[src/rtl/bpu_inst_pkg.sv]
`default_nettype none

package bpu_inst_pkg;

    typedef enum logic [1:0] {
        BK_NONE     = 2'b00,
        BK_COND     = 2'b01,
        BK_DIRECT   = 2'b10,
        BK_INDIRECT = 2'b11
    } branch_kind_t;

    // call/return marking for the return stack
    typedef enum logic [1:0] {
        LK_NONE   = 2'b00,
        LK_CALL   = 2'b01,
        LK_RETURN = 2'b10
    } link_kind_t;

    // major opcode, inst[31:26]
    localparam logic [5:0] OP_B    = 6'b010100;
    localparam logic [5:0] OP_BL   = 6'b010101;
    localparam logic [5:0] OP_JIRL = 6'b010011;

    localparam logic [5:0] OP_COND_FIRST = 6'b010110; // beq
    localparam logic [5:0] OP_COND_LAST  = 6'b011011; // bgeu

endpackage

`default_nettype wire

[src/rtl/predecoder.sv]
`timescale 1ns/1ps
`default_nettype none

module predecoder (
    input  logic [31:0]                inst_i,
    input  logic [31:0]                pc_i,
    output bpu_inst_pkg::branch_kind_t kind_o,
    output bpu_inst_pkg::link_kind_t   link_o,
    output logic [31:0]                target_o
);

    logic [5:0]  opcode;
    logic [4:0]  rd;
    logic [4:0]  rj;
    logic [25:0] offs26;
    logic [15:0] offs16;
    logic [31:0] direct_tgt;
    logic [31:0] cond_tgt;

    assign opcode = inst_i[31:26];
    assign rd     = inst_i[4:0];
    assign rj     = inst_i[9:5];

    // b/bl split the offset, high part sits in the low bits
    assign offs26 = {inst_i[9:0], inst_i[25:10]};
    assign offs16 = inst_i[25:10];

    assign direct_tgt = pc_i + {{4{offs26[25]}}, offs26, 2'b00};
    assign cond_tgt   = pc_i + {{14{offs16[15]}}, offs16, 2'b00};

    always_comb begin
        kind_o   = bpu_inst_pkg::BK_NONE;
        link_o   = bpu_inst_pkg::LK_NONE;
        target_o = '0;
        if (opcode == bpu_inst_pkg::OP_B || opcode == bpu_inst_pkg::OP_BL) begin
            kind_o   = bpu_inst_pkg::BK_DIRECT;
            target_o = direct_tgt;
            if (opcode == bpu_inst_pkg::OP_BL) begin
                link_o = bpu_inst_pkg::LK_CALL;
            end
        end else if (opcode >= bpu_inst_pkg::OP_COND_FIRST &&
                     opcode <= bpu_inst_pkg::OP_COND_LAST) begin
            kind_o   = bpu_inst_pkg::BK_COND;
            target_o = cond_tgt;
        end else if (opcode == bpu_inst_pkg::OP_JIRL) begin
            kind_o = bpu_inst_pkg::BK_INDIRECT; // target comes from ras or btb
            if (rd == 5'd0 && rj == 5'd1) begin
                link_o = bpu_inst_pkg::LK_RETURN; // jirl r0, ra
            end
        end
    end

endmodule

`default_nettype wire

[config.mk]
export PLATFORM = sky130hd
export DESIGN_NAME = predecoder
export DESIGN_NICKNAME = d
export VERILOG_FILES = /design/src/rtl/bpu_inst_pkg.sv /design/src/rtl/predecoder.sv
export SDC_FILE = /design/constraint.sdc
export NUM_CORES = 1
export LEC_CHECK = 0
export ABC_AREA = 1
export CAP_MARGIN = 20
export CORE_MARGIN = 2
export CORE_UTILIZATION = 41
export DETAILED_ROUTE_END_ITERATION = 12
export DONT_BUFFER_PORTS = 1
export SYNTH_ARGS = -nofsm -noshare
export SYNTH_HDL_FRONTEND = slang
export SYNTH_SLANG_ARGS = --single-unit
[constraint.sdc]
create_clock -name vclk -period 3.2
set_input_delay 0.16 -clock vclk [all_inputs]
set_output_delay 0.16 -clock vclk [all_outputs]
set_load 0.02 [all_outputs]
==> results by group <==
Synth
  • Mapped Cells: slightly below 800
  • Post-synth cell types: 32
  • Synth area leader: nand2_1
  • Syn_nets: 891
  • Area of the mapped netlist: between 3000 and 4000 µm²
  • Yosys synthesis warning count: 0
  • Mapped Avg Cell Area: 4.71 µm²
  • Post-synth top area share: between 30% and 40%
  • Area contributors post-synth: nand2_1 (33%), inv_1 (17%), ha_1 (14%)
  • Sequential share of the synthesized area: 0%

Setup path
  • Worst EP arrival: 2.07 ns
  • CP Capture Type: output pin
  • Critical path class: in -> out
  • Startpoint type of the worst setup path: input port
  • Worst setup path startpoint: inst_i[20]
  • CP max FO: 5
  • CP required: 3.04 ns

Routing
  • DRC violations left: 0
  • DRT iter0 DRCs: between 200 and 250
  • Antenna viol nets, final: 0
  • WL/cell: 14.3 µm
  • TritonRoute pass-1 iters: 5
  • Drt total wl: around 13 mm
  • Vias per cell: 5.18
  • Via count: between 4,000 and 5,000

Floorplan
  • Num ports: 100
  • Placeable Area: roughly 8700 µm²
  • Die area: about 10000 µm²
  • Initial core utilization: a little over two fifths
  • Rows: 34
  • Die height: 98.9 µm
  • Die W: approximately 100 µm

Placed design
  • HPWL after detailed placement: 11.3 mm
  • I/O Buffers: 0
  • Gpl congestion: 0.959

Global route
  • Pin count of the biggest net entering global routing: 17
  • Congestion Overflow GR: 0
  • First-pass GRT wire length: 20.5 mm
  • GRT Util Overall: 25.4%
  • Initial antenna violation count: 0
  • Number of global-route vias before repair: ~4,400

STA
  • Final Hold Fails: 0
  • Minimum clock period: 2.23 ns
  • Post-Route Setup TNS: 0 ns
  • Hold WS: 0.407 ns
  • Crit share post-route: around 70%
  • Worst slew pin tran: 0.927 ns
  • Setup Viol. Count Final: 0
  • Max Freq: roughly 450 MHz
  • Final slew viol count: 0
  • RSZ-0062 raised after global routing: false
  • Worst slew margin: 37.3%

Layout
  • FF+latch count: 0
  • N_diodes: 0
  • Synth-to-layout area growth: 3.32%
  • Commonest non-fill, non-tap cell in the layout: nand2_1
  • Most frequent cells in the layout: nand2_1 (324), inv_1 (170), nor2_1 (82), nand3_1 (59), ha_1 (42)
  • Register Area: 0 µm²
  • Clk_buf instances: 0
  • Nets@finish: 892
  • Share of layout cells above drive strength 1: 1.66%

Min path
  • HP Start: inst_i[27]
  • Hold Crit Class: in -> out
  • Hold path depth: 1

Status
  • Status: completed

Power and ir drop
  • Leakage power total: 2.50 nW
  • VDD IR max: 0.0591 mV
  • PwrDens: around 180 nW/µm²

CTS
  • Hold-fix buffer count after cts: 0
  • # Post-CTS Setup Buffers: 0
  • Cts repair resizes: 0

Run
  • Total of max-cap violations: 0
==> path summary, 6_finish.rpt <==
path                      endpoint
worst max-delay path  target_o[21]
worst min-delay path     link_o[0]
==> through the flow <==
stage | total power [mW] | util (%) | instances | cell area, µm² | worst slack [ns]
detailed placement | 0.664 | 43.8 | 891 | 3820 | 0.978
global route | 0.762 | 43.8 | 891 | 3820 | 0.762
CTS | 0.666 | 43.8 | 891 | 3820 | 0.973
finish | 0.674 | 43.8 | 891 | 3820 | 0.970
global placement | 0.655 | 43.8 | 891 | 3820 | 0.997
floorplan | 0.513 | - | 784 | 3700 | 1.29
==> power by group <==
| part | switching (mW) | leakage (nW) | internal [mW] | total [mW] |
|---|---|---|---|---|
| clock | 0 | 0 | 0 | 0 |
| combinational | 0.461 | 2.50 | 0.213 | 0.674 |
| sequential | 0 | 0 | 0 | 0 |
==> cell usage after synthesis <==
cell / instances
o21bai_1: 4
buf_2: 1
nor2_2: 2
inv_1: 170
nand4_1: 11
o21ai_1: 2
nand2_2: 2
nand3b_1: 8
o21ai_0: 6
nor2_4: 2
a21oi_2: 1
xor2_1: 8
xnor2_1: 4
buf_6: 2
ha_1: 42
a21oi_1: 37
nor4_4: 1
nand2b_1: 1
o22ai_1: 2
nor2_1: 82
nand3_2: 1
or4_1: 1
nor4_1: 1
and2_1: 1
clkinv_1: 1
fa_1: 1
nand2_1: 324
nand3_1: 59
o21bai_2: 1
nor4b_1: 1
nor3_1: 4
or2_2: 1
==> per-layer routing <==
metal  vias up  track usage (%)  share of wire [%]  wire length (µm)
li1       2395                -                  -                 -
met4         0             4.95                2.0               257
met2       179             44.1                 46              5830
met3        20             2.55                7.1               908
met1      2021             34.3                 45              5770
met5         -                0                  0                 0
==> kinds of logic after synthesis <==
logic type               count (synthesis)  share of synthesized area [%]
AO/OA/AOI/OAI                           53                           7.79
XOR/XNOR                                12                           2.84
adder cells (fa/ha/maj)                 43                           14.8
buffers and inverters                  174                           18.1
AND/OR/NAND/NOR                        502                           56.5
==> critical path, cell delays in order <==
cell	delay [ns]
ha_1	0.36
nand2_2	0.13
inv_1	0.04
a21oi_1	0.25
nand3_1	0.30
nand2_1	0.13
nand2_1	0.08
nand2_1	0.06
nand2_1	0.04
o21ai_0	0.52
==> layout make-up <==
type / instances / area, µm²
fillers: 1003 / 4900
inverters: 171 / 642
multi-input cells: 610 / 3030
well taps: 108 / 135
repair buffers: 2 / 15.0
(Power assumes the default switching activity.)
