**config.mk**
```make
export PLATFORM = sky130hd
export DESIGN_NAME = pht_d_flat
export DESIGN_NICKNAME = d
export VERILOG_FILES = /design/src/rtl/bpu_inst_pkg.sv /design/src/rtl/bpu_train_pkg.sv /design/src/rtl/bpu_lookup_if.sv /design/src/rtl/pred_table.sv /design/src/rtl/pht_d.sv /design/src/flat_wrapper.sv
export VERILOG_INCLUDE_DIRS = /design/src /design/src/rtl
export SDC_FILE = /design/constraint.sdc
export NUM_CORES = 1
export LEC_CHECK = 0
export ABC_CLOCK_PERIOD_IN_PS = 14460
export BUFFER_PORTS_ARGS = -buffer_cell sky130_fd_sc_hd__buf_4
export CORE_AREA = 4 4 196 388
export DETAILED_ROUTE_END_ITERATION = 10
export DIE_AREA = 0 0 200 392
export SYNTH_ARGS = -nofsm -noshare
export SYNTH_HDL_FRONTEND = slang
export SYNTH_SLANG_ARGS = --single-unit
```
**constraint.sdc**
```tcl
create_clock -name clk -period 14.46 [get_ports clk]
set_input_delay 2.892 -clock clk [delete_from_list [all_inputs] [get_ports clk]]
set_output_delay 2.892 -clock clk [all_outputs]
set_load 0.05 [all_outputs]
```
**src/rtl/bpu_macros.svh**
```systemverilog
`ifndef BPU_MACROS_SVH
`define BPU_MACROS_SVH

// table index is pc[9:2]
`define BPU_INDEX_W 8

// btb tag is pc[31:10]
`define BPU_TAG_W 22

`define BPU_RAS_DEPTH 8

`endif

```
**src/rtl/bpu_inst_pkg.sv**
```systemverilog
`default_nettype none

package bpu_inst_pkg;

    typedef enum logic [1:0] {
        BK_NONE     = 2'b00,
        BK_COND     = 2'b01,
        BK_DIRECT   = 2'b10,
        BK_INDIRECT = 2'b11
    } branch_kind_t;

    // call/return marking for the return stack
    typedef enum logic [1:0] {
        LK_NONE   = 2'b00,
        LK_CALL   = 2'b01,
        LK_RETURN = 2'b10
    } link_kind_t;

    // major opcode, inst[31:26]
    localparam logic [5:0] OP_B    = 6'b010100;
    localparam logic [5:0] OP_BL   = 6'b010101;
    localparam logic [5:0] OP_JIRL = 6'b010011;

    localparam logic [5:0] OP_COND_FIRST = 6'b010110; // beq
    localparam logic [5:0] OP_COND_LAST  = 6'b011011; // bgeu

endpackage

`default_nettype wire

```
**src/rtl/bpu_train_pkg.sv**
```systemverilog
`default_nettype none

`include "bpu_macros.svh"

package bpu_train_pkg;

    // 2 and 3 predict taken
    typedef logic [1:0] counter_t;

    localparam counter_t CNT_RESET = 2'd1; // weakly not taken

    typedef struct packed {
        logic                  valid;
        logic [`BPU_TAG_W-1:0] tag;
        logic [31:0]           target;
    } btb_entry_t;

    // resolved branch from execute
    typedef struct packed {
        logic                       enable;
        logic [31:0]                pc;
        logic [31:0]                target;
        logic                       taken;
        bpu_inst_pkg::branch_kind_t kind;
    } update_t;

endpackage

`default_nettype wire

```
**src/rtl/bpu_lookup_if.sv**
```systemverilog
`timescale 1ns/1ps
`default_nettype none

interface bpu_lookup_if;

    logic [1:0][31:0] lookup_pc;  // per slot fetch pc
    logic [1:0]       pht_taken;
    logic [1:0]       btb_hit;    // valid and tag match
    logic [1:0][31:0] btb_target;

    modport pht_mp (
        input  lookup_pc,
        output pht_taken
    );

    modport btb_mp (
        input  lookup_pc,
        output btb_hit,
        output btb_target
    );

    modport sel_mp (
        output lookup_pc,
        input  pht_taken,
        input  btb_hit,
        input  btb_target
    );

endinterface

`default_nettype wire

```
**src/rtl/pred_table.sv**
```systemverilog
`timescale 1ns/1ps
`default_nettype none

`include "bpu_macros.svh"

module pred_table #(
    parameter type    entry_t     = logic,
    parameter entry_t RESET_VALUE = entry_t'(0)
) (
    input  logic                         clk,
    input  logic                         arst_n_i,
    input  logic [1:0][`BPU_INDEX_W-1:0] rd_idx_i,
    output entry_t [1:0]                 rd_data_o,
    input  logic [`BPU_INDEX_W-1:0]      upd_idx_i,
    output entry_t                       upd_data_o,
    input  logic                         wr_en_i,
    input  entry_t                       wr_data_i
);

    localparam int DEPTH = 1 << `BPU_INDEX_W;

    entry_t mem_q [DEPTH];

    always_ff @(posedge clk or negedge arst_n_i) begin
        if (!arst_n_i) begin
            for (int i = 0; i < DEPTH; i++) begin
                mem_q[i] <= RESET_VALUE;
            end
        end else if (wr_en_i) begin
            mem_q[upd_idx_i] <= wr_data_i;
        end
    end

    // lookups see the old value on a same-cycle write
    assign rd_data_o[0] = mem_q[rd_idx_i[0]];
    assign rd_data_o[1] = mem_q[rd_idx_i[1]];

    assign upd_data_o = mem_q[upd_idx_i]; // for read-modify-write

endmodule

`default_nettype wire

```
**src/rtl/pht_d.sv**
```systemverilog
`timescale 1ns/1ps
`default_nettype none

`include "bpu_macros.svh"

module pht_d (
    input logic                   clk,
    input logic                   arst_n_i,
    bpu_lookup_if.pht_mp          lk,
    input bpu_train_pkg::update_t upd_i
);

    logic [1:0][`BPU_INDEX_W-1:0]      rd_idx;
    bpu_train_pkg::counter_t [1:0]     rd_cnt;
    bpu_train_pkg::counter_t           upd_cnt;
    bpu_train_pkg::counter_t           nxt_cnt;
    logic                              wr_en;

    assign rd_idx[0] = lk.lookup_pc[0][`BPU_INDEX_W+1:2];
    assign rd_idx[1] = lk.lookup_pc[1][`BPU_INDEX_W+1:2];

    assign lk.pht_taken[0] = rd_cnt[0][1];
    assign lk.pht_taken[1] = rd_cnt[1][1];

    assign wr_en = upd_i.enable && (upd_i.kind == bpu_inst_pkg::BK_COND);

    // saturate at 0 and 3
    always_comb begin
        nxt_cnt = upd_cnt;
        if (upd_i.taken) begin
            if (upd_cnt != 2'd3) begin
                nxt_cnt = upd_cnt + 2'd1;
            end
        end else if (upd_cnt != 2'd0) begin
            nxt_cnt = upd_cnt - 2'd1;
        end
    end

    pred_table #(
        .entry_t     (bpu_train_pkg::counter_t),
        .RESET_VALUE (bpu_train_pkg::CNT_RESET)
    ) u_table (
        .clk        (clk),
        .arst_n_i   (arst_n_i),
        .rd_idx_i   (rd_idx),
        .rd_data_o  (rd_cnt),
        .upd_idx_i  (upd_i.pc[`BPU_INDEX_W+1:2]),
        .upd_data_o (upd_cnt),
        .wr_en_i    (wr_en),
        .wr_data_i  (nxt_cnt)
    );

endmodule

`default_nettype wire

```
**src/flat_wrapper.sv**
```systemverilog
// flat-port wrapper written by rule: the top's interface ports become plain ports
module pht_d_flat 
  (clk, arst_n_i, upd_i, lk_lookup_pc, lk_pht_taken);
  bpu_lookup_if lk_i ();
  input logic clk;
  input logic arst_n_i;
  input bpu_train_pkg::update_t upd_i;
  input wire logic [$bits(lk_i.lookup_pc)-1:0] lk_lookup_pc;
  output wire logic [$bits(lk_i.pht_taken)-1:0] lk_pht_taken;
  assign lk_i.lookup_pc = lk_lookup_pc;
  assign lk_pht_taken = lk_i.pht_taken;
  pht_d u_core (.clk(clk), .arst_n_i(arst_n_i), .lk(lk_i), .upd_i(upd_i));
endmodule
```
==> summary.txt <==
count of unresolved DRC violations after routing: 0
Tcrit/Tclk final: 66.9%
post-synthesis average cell area: 11.2 µm²
clock transition at the register clock pins on the worst setup and hold paths after CTS: 60 ps
slack of the critical path: 4790 ps
max FFs per register: 512
final critical path time including I/O delays and setup: 9670 ps
cell row count: 140
leak pwr: 11.8 nW
Critical Path RT: 11,570 ps
sum of net half-perimeters after detailed placement: 59.8 mm
start-to-end type of the worst setup path: primary input to output pin
Ys Warns: 0
floorplan die area: 78,400 µm²
Worst Setup Start Kind: primary input
type of the tightest min-delay check: register to register
Vias: 21,100
internal power consumption: 2.27 mW
hold buffers post-CTS: 0
CTS tree: yes
setup repair after global routing missed its margin: false
number of standard cells in the final layout excluding fillers: 3,482
Final Skew: 17.1 ps
fraction of registers with async set/reset: 100%
root buffer cell: clkbuf_16
count of endpoints failing setup in the final report: 0
critical path data arrival time: 6780 ps
Post-Route Setup TNS: 0 ps
placed instance count: 3,394
Gate Count Post-Synth: 2,573
RePlAce Congestion: 0.905
max-slew violation count: 0
number of buffers inserted to repair setup after CTS: 0
count of final hold-check violations: 0
worst slack after detailed placement: 4760 ps
I/O pin cnt: 136
clock power share: 41.4%
endpoint type of the worst setup path: output pin
global-route wire length before repair: 141 mm
initial drt markers: 1,695
number of CTS-inserted buffers: 47
xor-xnor portion of the synthesized cell area: 0%
H-tree level count: 2
combinational power share: 11.0%
Hold Crit Depth: 2
initial standard-cell utilization of the core: 39.6%
portion of synthesized cell area occupied by the leading cell type: 23.2%
post-detailed-route count of antenna-violating nets: 0
result of the run: complete, no violations
dominant combinational cell family by area after synthesis: multiplexers
area of the core: 73,000 µm²
Compound-Gate Fraction of Synth Area: 13.8%
worst vdd rail ir drop: 0.0000770 V
number of global-route vias before repair: 22,300
Distinct cells, synth: 55
final routed wirelength across all metal layers: 92.5 mm
transition at the pin with the smallest max-transition slack: 1240 ps
most area-hungry cell type in the Yosys netlist: dfstp_2
count of flip-flops with a built-in enable after synthesis: 0
Layout Area Growth over Synthesis: 8.26%
part of the Yosys area used for sequential elements: 45.4%
adder-cell share of the synthesized area: 0.0389%
number of clock sinks seen by CTS: 512
maximum number of pins on one net before global-route repair: 257
antenna violations before repair: 3
register share of total power: 47.6%
remaining max-slew budget at the tightest pin: 16.5%
clock latency at the later pin of the worst-skew pair: 600 ps
simple-gate area share of the yosys netlist: 13.1%
MaxCap Viol Count: 0
number of I/O port buffers: 31
global-route congestion overflow total: 0
dominant cells by area after synthesis: dfstp_2 23%, dfrtp_1 22%, mux4_2 20%
Chip Height: 392 µm
final antenna diode count: 0
summed instance area of the synthesized netlist: 28,900 µm²
largest fanout of any net on the critical path: 38
post-CTS resize count: 0
Net Switching: 0.851 mW
commonest non-fill, non-tap cell in the layout: nand2_1
number of buffers on the longest clock path: 3
power density relative to cell area: 99.6 nW/µm²
total nets after synthesis: 2,707
number of cells traversed by the worst register-to-register path: 10
share of post-route cells with drive strength above 1: 37.2%
proportion of total power due to net switching: 27.3%
Die X-Extent: 200 µm
detail-routed net length per standard cell: 26.6 µm
ys flop type: dfstp_2
total iterations of the first detailed-routing run: 6
leading cell types in the layout, fill and taps excluded: 824 x nand2_1, 264 x o21ai_0, 261 x mux4_2
GRT Util Overall: 23.8%
drt via density: 6.06
final-stage net count: 2,654
mux share of post-synthesis cell area: 23.5%
maximum clock rate: 103 MHz
registers with the most flip-flops: u_core.u_table.mem_q: 512 flops
Final Hold Slack: 470 ps
FF+latch count, synth: 512
Biggest register: u_core.u_table.mem_q
## per-layer routing
layer / track usage (%) / up-vias / wire length [µm]
met5: 0 / - / 34
met4: 16.4 / 4 / 7970
met3: 3.35 / 327 / 5370
met2: 40.6 / 850 / 46600
met1: 27.3 / 10700 / 32500
li1: - / 9284 / -
## synthesized netlist by cell type (2+ instances only)
| cell type | n |
|---|---|
| a211oi_1 | 3 |
| a21oi_1 | 7 |
| a221oi_1 | 6 |
| a22oi_1 | 30 |
| a31oi_1 | 3 |
| a41oi_1 | 3 |
| and2_1 | 3 |
| and4b_1 | 3 |
| buf_1 | 30 |
| buf_12 | 3 |
| buf_2 | 40 |
| buf_4 | 8 |
| buf_6 | 16 |
| buf_8 | 19 |
| clkbuf_1 | 75 |
| dfrtp_1 | 256 |
| dfstp_2 | 256 |
| inv_1 | 3 |
| mux2_2 | 5 |
| mux2i_1 | 86 |
| mux4_2 | 261 |
| nand2_1 | 824 |
| nand2b_1 | 8 |
| nand3_1 | 13 |
| nand4_1 | 13 |
| nand4b_1 | 10 |
| nor2_1 | 16 |
| nor2b_1 | 6 |
| nor3_1 | 8 |
| nor3b_1 | 3 |
| nor4_1 | 3 |
| nor4_2 | 2 |
| nor4b_2 | 4 |
| nor4bb_1 | 5 |
| o21ai_0 | 264 |
| o21ai_1 | 15 |
| o21ai_2 | 239 |
| o22a_1 | 2 |
| o22ai_1 | 6 |
## logic make-up after synthesis
logic type | count (synthesis)
multiplexers | 352
AND/OR/NAND/NOR | 928
adder cells (fa/ha/maj) | 1
flip-flops | 512
AO/OA/AOI/OAI | 585
buffers and inverters | 195
## path summary, 6_finish.rpt
path                                                  startpoint                                    end  slack (ps)
setup / recovery                                 lk_lookup_pc[2]                        lk_pht_taken[0]        4790
hold / removal             u_core.u_table.mem_q[154]$_DFFE_PN1P_  u_core.u_table.mem_q[154]$_DFFE_PN1P_         470
setup reg to reg           u_core.u_table.mem_q[185]$_DFFE_PN0P_  u_core.u_table.mem_q[292]$_DFFE_PN1P_        9440
hold reg to reg            u_core.u_table.mem_q[154]$_DFFE_PN1P_  u_core.u_table.mem_q[154]$_DFFE_PN1P_         470
max in group asynchronous                               arst_n_i  u_core.u_table.mem_q[213]$_DFFE_PN0P_        9440
min in group asynchronous                               arst_n_i  u_core.u_table.mem_q[195]$_DFFE_PN0P_        2430
## area by class of cell
class	instances	area, µm²
Tap cell	923	1150
Timing Repair Buffer	89	708
Clock buffer	71	1370
Inverter	4	15.0
Multi-Input combinational cell	1866	14800
Clock inverter	17	178
Sequential cell	512	13100
Fill cell	6721	41700
## per-stage QoR
step / total power [mW] / util (%) / cell area [µm²]
6_report: 3.12 / 42.9 / 31300
5_1_grt: 3.23 / 42.9 / 31300
4_1_cts: 3.15 / 42.9 / 31300
2_1_floorplan: 1.75 / - / 28900
3_5_place_dp: 1.85 / 40.8 / 29800
3_3_place_gp: 1.84 / 40.8 / 29800
## power groups by stage
stage               clock [mW]  sequential (mW)  combinational (mW)
floorplan                    0             1.50               0.249
global placement             0             1.51               0.338
detailed placement           0             1.51               0.343
CTS                       1.32             1.48               0.344
global route              1.38             1.49               0.364
finish                    1.29             1.49               0.342
## critical path, stage by stage
cell and delay [ps]:
buf_4 520, buf_4 820, mux4_2 600, mux4_2 580
mux4_2 540, mux4_2 520, buf_4 210
Power figures use the tool's default switching activity.
