`src/rtl/bpu_macros.svh`:
```
`ifndef BPU_MACROS_SVH
`define BPU_MACROS_SVH

// table index is pc[9:2]
`define BPU_INDEX_W 8

// btb tag is pc[31:10]
`define BPU_TAG_W 22

`define BPU_RAS_DEPTH 8

`endif

```
`src/rtl/ras_d.sv`:
```
`timescale 1ns/1ps
`default_nettype none

`include "bpu_macros.svh"

module ras_d (
    input  logic        clk,
    input  logic        arst_n_i,
    input  logic        push_i,
    input  logic [31:0] push_addr_i,
    input  logic        pop_i,
    output logic [31:0] top_o,
    output logic        empty_o
);

    localparam int PTR_W = $clog2(`BPU_RAS_DEPTH);
    localparam int CNT_W = $clog2(`BPU_RAS_DEPTH + 1);

    logic [31:0]      stack_q [`BPU_RAS_DEPTH];
    logic [PTR_W-1:0] top_q;    // slot of the newest entry
    logic [PTR_W-1:0] top_inc;
    logic [CNT_W-1:0] count_q;
    logic             full;

    assign top_inc = top_q + PTR_W'(1); // wraps, so a full push drops the oldest
    assign full    = (count_q == CNT_W'(`BPU_RAS_DEPTH));

    always_ff @(posedge clk or negedge arst_n_i) begin
        if (!arst_n_i) begin
            top_q   <= '0;
            count_q <= '0;
        end else if (push_i) begin
            top_q <= top_inc;
            if (!full) begin
                count_q <= count_q + CNT_W'(1);
            end
        end else if (pop_i && !empty_o) begin
            top_q   <= top_q - PTR_W'(1);
            count_q <= count_q - CNT_W'(1);
        end
    end

    always_ff @(posedge clk) begin
        if (push_i) begin
            stack_q[top_inc] <= push_addr_i;
        end
    end

    assign top_o   = stack_q[top_q];
    assign empty_o = (count_q == '0);

endmodule

`default_nettype wire

```
`config.mk`:
```
export PLATFORM = sky130hd
export DESIGN_NAME = ras_d
export DESIGN_NICKNAME = d
export VERILOG_FILES = /design/src/rtl/ras_d.sv
export VERILOG_INCLUDE_DIRS = /design/src /design/src/rtl
export SDC_FILE = /design/constraint.sdc
export NUM_CORES = 1
export LEC_CHECK = 0
export ABC_AREA = 1
export ABC_CLOCK_PERIOD_IN_PS = 4400
export BUFFER_PORTS_ARGS = -buffer_cell sky130_fd_sc_hd__buf_2
export CAP_MARGIN = 20
export CORE_UTILIZATION = 35
export DETAILED_ROUTE_END_ITERATION = 10
export PLACE_DENSITY_LB_ADDON = 0.15
export SYNTH_ARGS = -nofsm -noshare
export SYNTH_HDL_FRONTEND = slang
export SYNTH_SLANG_ARGS = --single-unit
```
`constraint.sdc`:
```
create_clock -name clk -period 4.4 [get_ports clk]
set_clock_uncertainty 0.15 [all_clocks]
set_input_delay 0.22 -clock clk [delete_from_list [all_inputs] [get_ports clk]]
set_output_delay 0.22 -clock clk [all_outputs]
set_load 0.01 [all_outputs]
```
==> flow_metrics.env, run 1 <==
export IMPL_grt_max_degree=90
export IMPL_wl_um=23710
export IMPL_drtAntennaViolNets=0
export IMPL_status="complete, no violations"
export IMPL_fin_setup_tns_ns=0
export IMPL_crit_buf_inv=2
export IMPL_dieArea_um2=31560
export IMPL_area_delta_synth_final_pct=17.10
export IMPL_fmax_mhz=300.4
export IMPL_initial_core_util=0.3596
export IMPL_critPathLaunch="top_q[0]"
export IMPL_rr_endpoint="stack_q[1][21]"
export IMPL_comb_power_share=0.339
export IMPL_grt_usage=0.1530
export IMPL_ir_drop_mv=0.3587
export IMPL_cts_tree="built"
export IMPL_drt_iter0_drc=335
export IMPL_multiInputGateArea_um2=2597
export IMPL_io_pins=69
export IMPL_place_congestion=0.7250
export IMPL_design_core_area_um2=30030
export IMPL_synth_seq_cells=263
export IMPL_yosysWarnings=0
export IMPL_syn_nets=980
export IMPL_grt_pass1_vias=6568
export IMPL_grt_pass1_wl_um=36780
export IMPL_cp_max_fo=89
export IMPL_reg2reg_setup_slack_ns=1.43
export IMPL_clk_latency_ns=0.53
export IMPL_dp_cells=1361
export IMPL_fin_area_um2=12650
export IMPL_clockPowerShare=0.249
export IMPL_setup_viol=0
export IMPL_seqPwrFrac=0.412
export IMPL_cp_end_kind="output port"
export IMPL_antennaDiodeCount=0
export IMPL_dieHeight_um=177.7
export IMPL_route_vias_total=6742
export IMPL_die_w_um=177.7
export IMPL_worst_r2r_cell_count=5
export IMPL_fin_cells=1451
export IMPL_synth_top_cell_by_area="edfxtp_1"
export IMPL_overflow=0
export IMPL_yosysMostFrequentCell="nand2_1"
export IMPL_cts_root_buffer="clkbuf_16"
export IMPL_r2r_start="top_q[0]"
export IMPL_row_count=63
export IMPL_netlist_top_cells_area="edfxtp_1 71%, nand2_1 10%, nor2_1 6.0%"
export IMPL_cts_sinks=263
export IMPL_clk_pin_slew_worst_paths_ns=0.06
export IMPL_min_path_cells=2
export IMPL_fin_ws_ns=1.071
export IMPL_synth_edff_count=256
export IMPL_intPower_mw=5.395
export IMPL_p_leak_nw=4.753
export IMPL_rsz0062_at_grt="false"
export IMPL_slowest_delay_ns=0.84
export IMPL_crit_path_cell_trace="buf_4 > o21ai_0 > o21ai_0 > nand2_1 > nand2_1 > buf_2"
export IMPL_crit_type="reg -> out"
export IMPL_ys_flop_type="edfxtp_1"
export IMPL_wl_per_cell_um=16.34
export IMPL_relSlewSlack=0.3028
export IMPL_p_switching_mw=3.176
export IMPL_fillCellCount=2861
export IMPL_min_path_type="in -> reg"
export IMPL_synth_commonest_cells="294 x nand2_1, 256 x edfxtp_1, 174 x nor2_1"
export IMPL_antenna_found_initial=0
export IMPL_finalCritPeriodShare=0.7565
export IMPL_cts_buffers=29
export IMPL_port_buffers=68
export IMPL_swShare=0.3705
export IMPL_slew_violations=0
export IMPL_critical_path_top_delay_family="buffers and inverters"
export IMPL_avgSynthCellArea_um2=11.50
export IMPL_cap_violations=0
export IMPL_yosysTopAreaCellShare=0.7119
export IMPL_yosysUniqueCellTypes=20
export IMPL_arrival_ns=2.96
export IMPL_tightestPinTransition_ns=1.043
export IMPL_powerDensity_nw_per_um2=677.7
export IMPL_fin_crit_ns=3.329
export IMPL_clock_path_buffers=3
export IMPL_worstSetupStartpointType="register"
export IMPL_hold_end="stack_q[6][0]"
export IMPL_firstDrtPassIters=4
export IMPL_finish_utilization=0.4211
export IMPL_viasPerCell=4.646
export IMPL_dp_worst_setup_slack_ns=1.377
export IMPL_synth_seq_area_share=0.7281
export IMPL_final_nets=1080
export IMPL_drc=0
export IMPL_dpl_hpwl_um=12630
export IMPL_place_area_um2=11450
export IMPL_hold_viol=0
export IMPL_layout_drive_gt1_share=0.1225
export IMPL_cts_htree_levels=1
export IMPL_async_flop_share=0.02662
export IMPL_netlist_area_um2=10800
export IMPL_critical_path_required_ns=4.03
export IMPL_synth_cells=939
export IMPL_slowest_stage="buf_4"
export IMPL_worstHoldStart="push_addr_i[0]"
export IMPL_seq_area_um2=7869
==> how the worst max path moves through the flow <==
stage	to	slack, ns	depth (start not counted)
floorplan	stack_q[4][0]	1.23	7
CTS	top_o[31]	1.02	6
global route	top_o[31]	0.81	6
global placement	stack_q[1][19]	1.38	5
detailed placement	stack_q[1][19]	1.38	5
finish	top_o[31]	1.07	6
==> power by group through the flow <==
| stage | combinational, mW | clock (mW) | sequential [mW] |
|---|---|---|---|
| 6_report | 2.91 | 2.13 | 3.53 |
| 5_1_grt | 3.34 | 2.27 | 3.58 |
| 4_1_cts | 3.01 | 2.20 | 3.54 |
| 3_5_place_dp | 2.96 | 0 | 3.59 |
| 3_3_place_gp | 2.95 | 0 | 3.58 |
| 2_1_floorplan | 2.15 | 0 | 3.45 |
==> per-stage QoR <==
stage	hold WS [ns]	power, mW
floorplan	-0.2256	5.594
global placement	-0.05966	6.539
detailed placement	-0.06766	6.552
CTS	0.3293	8.742
global route	0.3541	9.198
finish	0.3502	8.570
==> routing by layer <==
layer | vias to the layer above | part of all wire | global-route usage
li1 | 3391 | - | -
met3 | 45 | 0.032 | 0.02335
met4 | 0 | 0.028 | 0.04701
met5 | - | 0 | 0
met2 | 111 | 0.47 | 0.2555
met1 | 3195 | 0.47 | 0.2046
==> worst register-to-register path: cells and delay by family (launching register included) <==
kind,cells,cell delay [ns]
buffers and inverters,2,0.34
adder cells (fa/ha/maj),1,0.39
AND/OR/NAND/NOR,2,0.94
flip-flops,1,0.74
==> what timing repair did <==
item | CTS | global route
hold buffers | 37 | 0
buffers inserted | 0 | 0
hold endpoints to repair | 270 | 0
gates resized for setup | 0 | 0
==> cell families after synthesis <==
kind of cell / after synthesis / synth area share
AOI/OAI and AO/OA: 131 / 0.06071
xor gates and xnor gates: 1 / 0.0008112
adders and majority gates: 5 / 0.006488
buffers and inverters: 62 / 0.03696
DFF: 263 / 0.7281
and+or+nand+nor: 477 / 0.1670
==> layout by cell type, fill, tap and decap left out <==
cell and n:
buf_4 14, fa_1 1, clkinv_2 4, nand2_1 294, dfrtp_4 1, xor2_1 1
or2_2 1, dfrtp_1 4, inv_8 1, inv_1 8, nor2_1 166, clkbuf_1 10
edfxtp_1 256, dlygate4sd3_1 37, nand3_1 7, inv_4 1, nor3_1 1, dfrtp_2 2
ha_1 4, clkinv_1 11, clkbuf_16 29, buf_2 68, nor2_4 8, o21ai_1 21
inv_2 1, o21ai_0 110
==> final cells by class <==
cell class	count	area share
inverters	12	0.003760
clock buffers	39	0.06035
flip-flops and latches	263	0.6222
well taps	390	0.03859
repair buffers	119	0.06451
multi-input cells	614	0.2054
clock inverters	14	0.005145
==> flip-flops by register name, summed over array words and instances, names as in the netlist <==
register,flops
count_q,4
stack_q,256
top_q,3
Power figures use the tool's default switching activity.
==> run 2, diff against run 1 <==
ABC_CLOCK_PERIOD_IN_PS = 3100   (was 4400)
clock period = 3.1 ns   (was 4.4 ns; I/O delays follow)
==> flow_metrics.env, run 2 (synthesis results as in run 1) <==
export IMPL_grt_usage=0.1598
export IMPL_cp_max_fo=51
export IMPL_drt_iter0_drc=426
export IMPL_clk_pin_slew_worst_paths_ns=0.06
export IMPL_fin_area_um2=12750
export IMPL_fmax_mhz=356.1
export IMPL_die_w_um=177.7
export IMPL_rr_endpoint="stack_q[0][9]"
export IMPL_status="complete, no violations"
export IMPL_antenna_found_initial=0
export IMPL_layout_drive_gt1_share=0.1306
export IMPL_grt_max_degree=107
export IMPL_cts_htree_levels=1
export IMPL_crit_type="reg -> out"
export IMPL_hold_end="stack_q[4][26]"
export IMPL_largestRegisters="stack_q: 256 flops, count_q: 4 flops, top_q: 3 flops"
export IMPL_firstDrtPassIters=4
export IMPL_fillCellCount=2827
export IMPL_worst_r2r_cell_count=7
export IMPL_route_vias_total=6809
export IMPL_cts_sinks=263
export IMPL_area_delta_synth_final_pct=18.03
export IMPL_clock_path_buffers=3
export IMPL_fin_crit_ns=2.808
export IMPL_design_core_area_um2=30030
export IMPL_place_congestion=0.7153
export IMPL_slowest_delay_ns=0.63
export IMPL_port_buffers=68
export IMPL_wl_um=24540
export IMPL_hold_viol=0
export IMPL_setup_viol=0
export IMPL_dpl_hpwl_um=13240
export IMPL_cts_buffers=29
export IMPL_slowest_stage="dfrtp_4"
export IMPL_min_path_type="in -> reg"
export IMPL_grt_pass1_wl_um=38360
export IMPL_largest_reg_flops=256
export IMPL_io_pins=69
export IMPL_initial_core_util=0.3596
export IMPL_final_cell_mix="294 x nand2_1, 256 x edfxtp_1, 166 x nor2_1, 110 x o21ai_0, 68 x buf_2"
export IMPL_dieHeight_um=177.7
export IMPL_cts_tree="built"
export IMPL_arrival_ns=2.50
export IMPL_relSlewSlack=0.4145
export IMPL_crit_path_cell_trace="inv_4 > buf_4 > nand2_1 > nand2_1 > nand2_1 > o21ai_0 > nand2_1 > nand2_1 > buf_2"
export IMPL_crit_top_cell="nand2_1"
export IMPL_tightestPinTransition_ns=0.8782
export IMPL_drc=0
export IMPL_drtAntennaViolNets=0
export IMPL_place_area_um2=11530
export IMPL_r2r_start="top_q[0]"
export IMPL_overflow=0
export IMPL_wl_per_cell_um=16.88
export IMPL_powerDensity_nw_per_um2=968.5
export IMPL_p_leak_nw=4.806
export IMPL_final_nets=1088
export IMPL_rsz0062_at_grt="false"
export IMPL_finalCritPeriodShare=0.9058
export IMPL_viasPerCell=4.683
export IMPL_layout_commonest_cell="nand2_1"
export IMPL_grt_pass1_vias=6726
export IMPL_dieArea_um2=31560
export IMPL_ir_drop_mv=0.5061
export IMPL_min_path_cells=2
export IMPL_antennaDiodeCount=0
export IMPL_cts_setup_buffers=0
export IMPL_cap_violations=0
export IMPL_finalHoldWorstSlack_ns=0.2615
export IMPL_slew_violations=0
export IMPL_cts_root_buffer="clkbuf_16"
export IMPL_clk_latency_ns=0.55
export IMPL_reg2reg_setup_slack_ns=0.71
export IMPL_worstHoldStart="push_addr_i[26]"
export IMPL_critical_path_required_ns=2.79
export IMPL_worstSetupStartpointType="register"
export IMPL_cp_end_kind="output port"
export IMPL_row_count=63
export IMPL_regMostFlops="stack_q"
export IMPL_report_power_total_mw=12.34
==> run 2: changes by cell type in the layout (fill, tap and decap cells not counted), moves of 2 or more <==
cell,change
buf_6,+2
clkbuf_1,-3
buf_4,+4
buf_12,+2
clkinv_1,-3
==> run 2: power breakdown <==
part	total (mW)	switching [mW]	internal, mW
logic	4.35	3.02	1.33
clock network	3.08	1.31	1.78
registers	4.91	0.240	4.67
total	12.3	4.56	7.78
==> run 2: through the flow <==
| step | std cells | setup WS [ns] | setup TNS [ns] | utilization |
|---|---|---|---|---|
| after global routing | 1454 | 0.08486 | 0 | 0.4244 |
| after detailed placement | 1369 | 0.6973 | 0 | 0.3840 |
| after CTS | 1454 | 0.1123 | 0 | 0.4242 |
| final | 1454 | 0.2919 | 0 | 0.4244 |
| after global placement | 1369 | 0.6954 | 0 | 0.3840 |
| after floorplan | 939 | -0.07098 | -9.023 | - |
==> run 2: how the worst max path moves through the flow <==
stage	from	endpoint	slack [ns]	cells after the start
floorplan	top_q[0]	stack_q[4][0]	-0.07	7
global placement	top_q[1]	top_o[31]	0.70	7
detailed placement	top_q[0]	stack_q[0][21]	0.70	6
CTS	top_q[1]	top_o[31]	0.11	7
global route	top_q[0]	top_o[31]	0.08	9
finish	top_q[0]	top_o[29]	0.29	9
==> run 2: cell type report <==
cell class	instances	area, um2	share of cell area
flip-flops and latches	263	7869	0.6174
multi-input cells	614	2597	0.2038
repair buffers	127	908.4	0.07127
clock buffers	36	752.0	0.05900
well taps	390	488.0	0.03828
clock inverters	12	83.83	0.006577
inverters	12	47.55	0.003730
==> run 2: what timing repair did <==
item,in CTS,in global routing
setup endpoints to repair,0,17
resized for setup,0,2
hold buffers,37,0
endpoints found under the hold margin,270,0
==> run 2: worst max-delay path: cells and delay by family (launching register included) <==
kind | cells | cell delay, ns
AO/OA/AOI/OAI | 1 | 0.11
buffers and inverters | 3 | 0.75
AND/OR/NAND/NOR | 5 | 0.45
flip-flops | 1 | 0.63
==> run 2: per-layer routing <==
layer | part of all wire | GRT usage | routed length, um
met1 | 0.46 | 0.2097 | 11230
met2 | 0.49 | 0.2764 | 11930
met3 | 0.038 | 0.02528 | 927
met4 | 0.019 | 0.03704 | 462
met5 | 0 | 0 | 0
==> run 3, diff against run 2 <==
ABC_CLOCK_PERIOD_IN_PS = 2900   (was 3100)
BUFFER_PORTS_ARGS = default   (was -buffer_cell sky130_fd_sc_hd__buf_2)
DONT_BUFFER_PORTS = 1   (was default)
clock period = 2.9 ns   (was 3.1 ns; I/O delays follow)
==> flow_metrics.env, run 3 (synthesis results as in run 1) <==
export IMPL_antenna_found_initial=0
export IMPL_cts_hold_buf=38
export IMPL_route_vias_total=6610
export IMPL_grt_pass1_vias=6612
export IMPL_relSlewSlack=0.4575
export IMPL_status="complete, no violations"
export IMPL_largest_reg_flops=256
export IMPL_critical_path_required_ns=2.61
export IMPL_crit_buf_inv=2
export IMPL_rsz0062_at_grt="false"
export IMPL_layout_commonest_cell="nand2_1"
export IMPL_finish_utilization=0.4167
export IMPL_cts_htree_levels=1
export IMPL_fin_ws_ns=0.2609
export IMPL_arrival_ns=2.34
export IMPL_cts_tree="built"
export IMPL_layout_drive_gt1_share=0.07562
export IMPL_cts_root_buffer="clkbuf_16"
export IMPL_dieHeight_um=177.7
export IMPL_slowest_delay_ns=0.64
export IMPL_critical_path_top_delay_family="buffers and inverters"
export IMPL_cp_max_fo=65
export IMPL_overflow=0
export IMPL_fin_cells=1395
export IMPL_grt_max_degree=131
export IMPL_area_delta_synth_final_pct=15.87
export IMPL_cp_end_kind="output port"
export IMPL_seq_area_um2=7869
export IMPL_final_cell_mix="294 x nand2_1, 256 x edfxtp_1, 166 x nor2_1, 110 x o21ai_0, 38 x dlygate4sd3_1"
export IMPL_tightestPinTransition_ns=0.8138
export IMPL_dp_cells=1301
export IMPL_slew_violations=0
export IMPL_cts_sinks=263
export IMPL_min_path_type="in -> reg"
export IMPL_powerDensity_nw_per_um2=1047
export IMPL_fin_area_um2=12510
export IMPL_wl_um=24920
export IMPL_io_pins=69
export IMPL_firstDrtPassIters=7
export IMPL_initial_core_util=0.3596
export IMPL_antennaDiodeCount=0
export IMPL_grt_pass1_wl_um=38970
export IMPL_crit_path_cell_trace="inv_2 > buf_4 > o21ai_0 > o21ai_0 > nand2_1 > nand2_1"
export IMPL_cts_setup_buffers=0
export IMPL_viasPerCell=4.738
export IMPL_p_leak_nw=4.579
export IMPL_port_buffers=0
export IMPL_clock_path_buffers=3
export IMPL_clk_latency_ns=0.54
export IMPL_setup_viol=0
export IMPL_fin_crit_ns=2.639
export IMPL_drtAntennaViolNets=0
export IMPL_drc=0
export IMPL_multiInputGateArea_um2=2597
export IMPL_slowest_stage="buf_4"
export IMPL_regMostFlops="stack_q"
export IMPL_fmax_mhz=378.9
export IMPL_finalCritPeriodShare=0.9100
export IMPL_finalHoldWorstSlack_ns=0.1658
export IMPL_dieArea_um2=31560
export IMPL_worstSetupStartpointType="register"
export IMPL_final_nets=1022
export IMPL_cts_buffers=30
export IMPL_hold_viol=0
export IMPL_wl_per_cell_um=17.86
export IMPL_dpl_hpwl_um=12660
export IMPL_row_count=63
export IMPL_place_area_um2=11200
export IMPL_cap_violations=0
export IMPL_design_core_area_um2=30030
export IMPL_fillCellCount=2843
export IMPL_crit_type="reg -> out"
export IMPL_grt_usage=0.1613
export IMPL_clk_pin_slew_worst_paths_ns=0.06
export IMPL_die_w_um=177.7
export IMPL_cts_repair_resized=0
export IMPL_largestRegisters="stack_q: 256 flops, count_q: 4 flops, top_q: 3 flops"
export IMPL_ir_drop_mv=0.8320
export IMPL_dp_worst_setup_slack_ns=0.4846
export IMPL_drt_iter0_drc=636
export IMPL_place_congestion=0.7264
-- run 3: worst min-delay path: stages --
cell,delay (ns)
nand2_1,0.27
nor2_4,0.07
buf_4,0.19
-- run 3: final cells by class --
type	instances	area share
repair buffers	60	0.04660
inverters	12	0.003800
well taps	390	0.03900
clock inverters	12	0.006699
flip-flops and latches	263	0.6288
multi-input cells	614	0.2076
clock buffers	44	0.06749
-- run 3: final timing paths --
| kind | from | to | slack (ns) | cells after the start |
|---|---|---|---|---|
| hold / removal | push_i | stack_q[2][2] | 0.17 | 3 |
| hold reg to reg | count_q[2] | count_q[2] | 0.44 | 2 |
| setup reg to reg | top_q[0] | top_q[2] | 0.26 | 7 |
| max in group asynchronous | arst_n_i | top_q[0] | 1.87 | 2 |
| setup / recovery | top_q[1] | top_o[9] | 0.26 | 6 |
| min in group asynchronous | arst_n_i | count_q[3] | 0.37 | 2 |
-- run 3: routing by layer --
layer  wire length, um  global-route usage
met3              1190             0.03042
met2             11290              0.2541
met1             11830              0.2262
met5                 0                   0
met4               605             0.04701
-- run 3: report_power, final --
| part | switching (mW) | internal (mW) |
|---|---|---|
| logic | 3.22 | 1.16 |
| registers | 0.182 | 5.00 |
| clock network | 1.45 | 2.09 |
| total | 4.85 | 8.25 |
-- run 3: through the flow --
step	setup TNS (ns)	total power, mW
after floorplan	-34.62	8.492
after global placement	0	9.628
after detailed placement	0	9.644
after CTS	0	13.33
after global routing	0	14.04
final	0	13.10
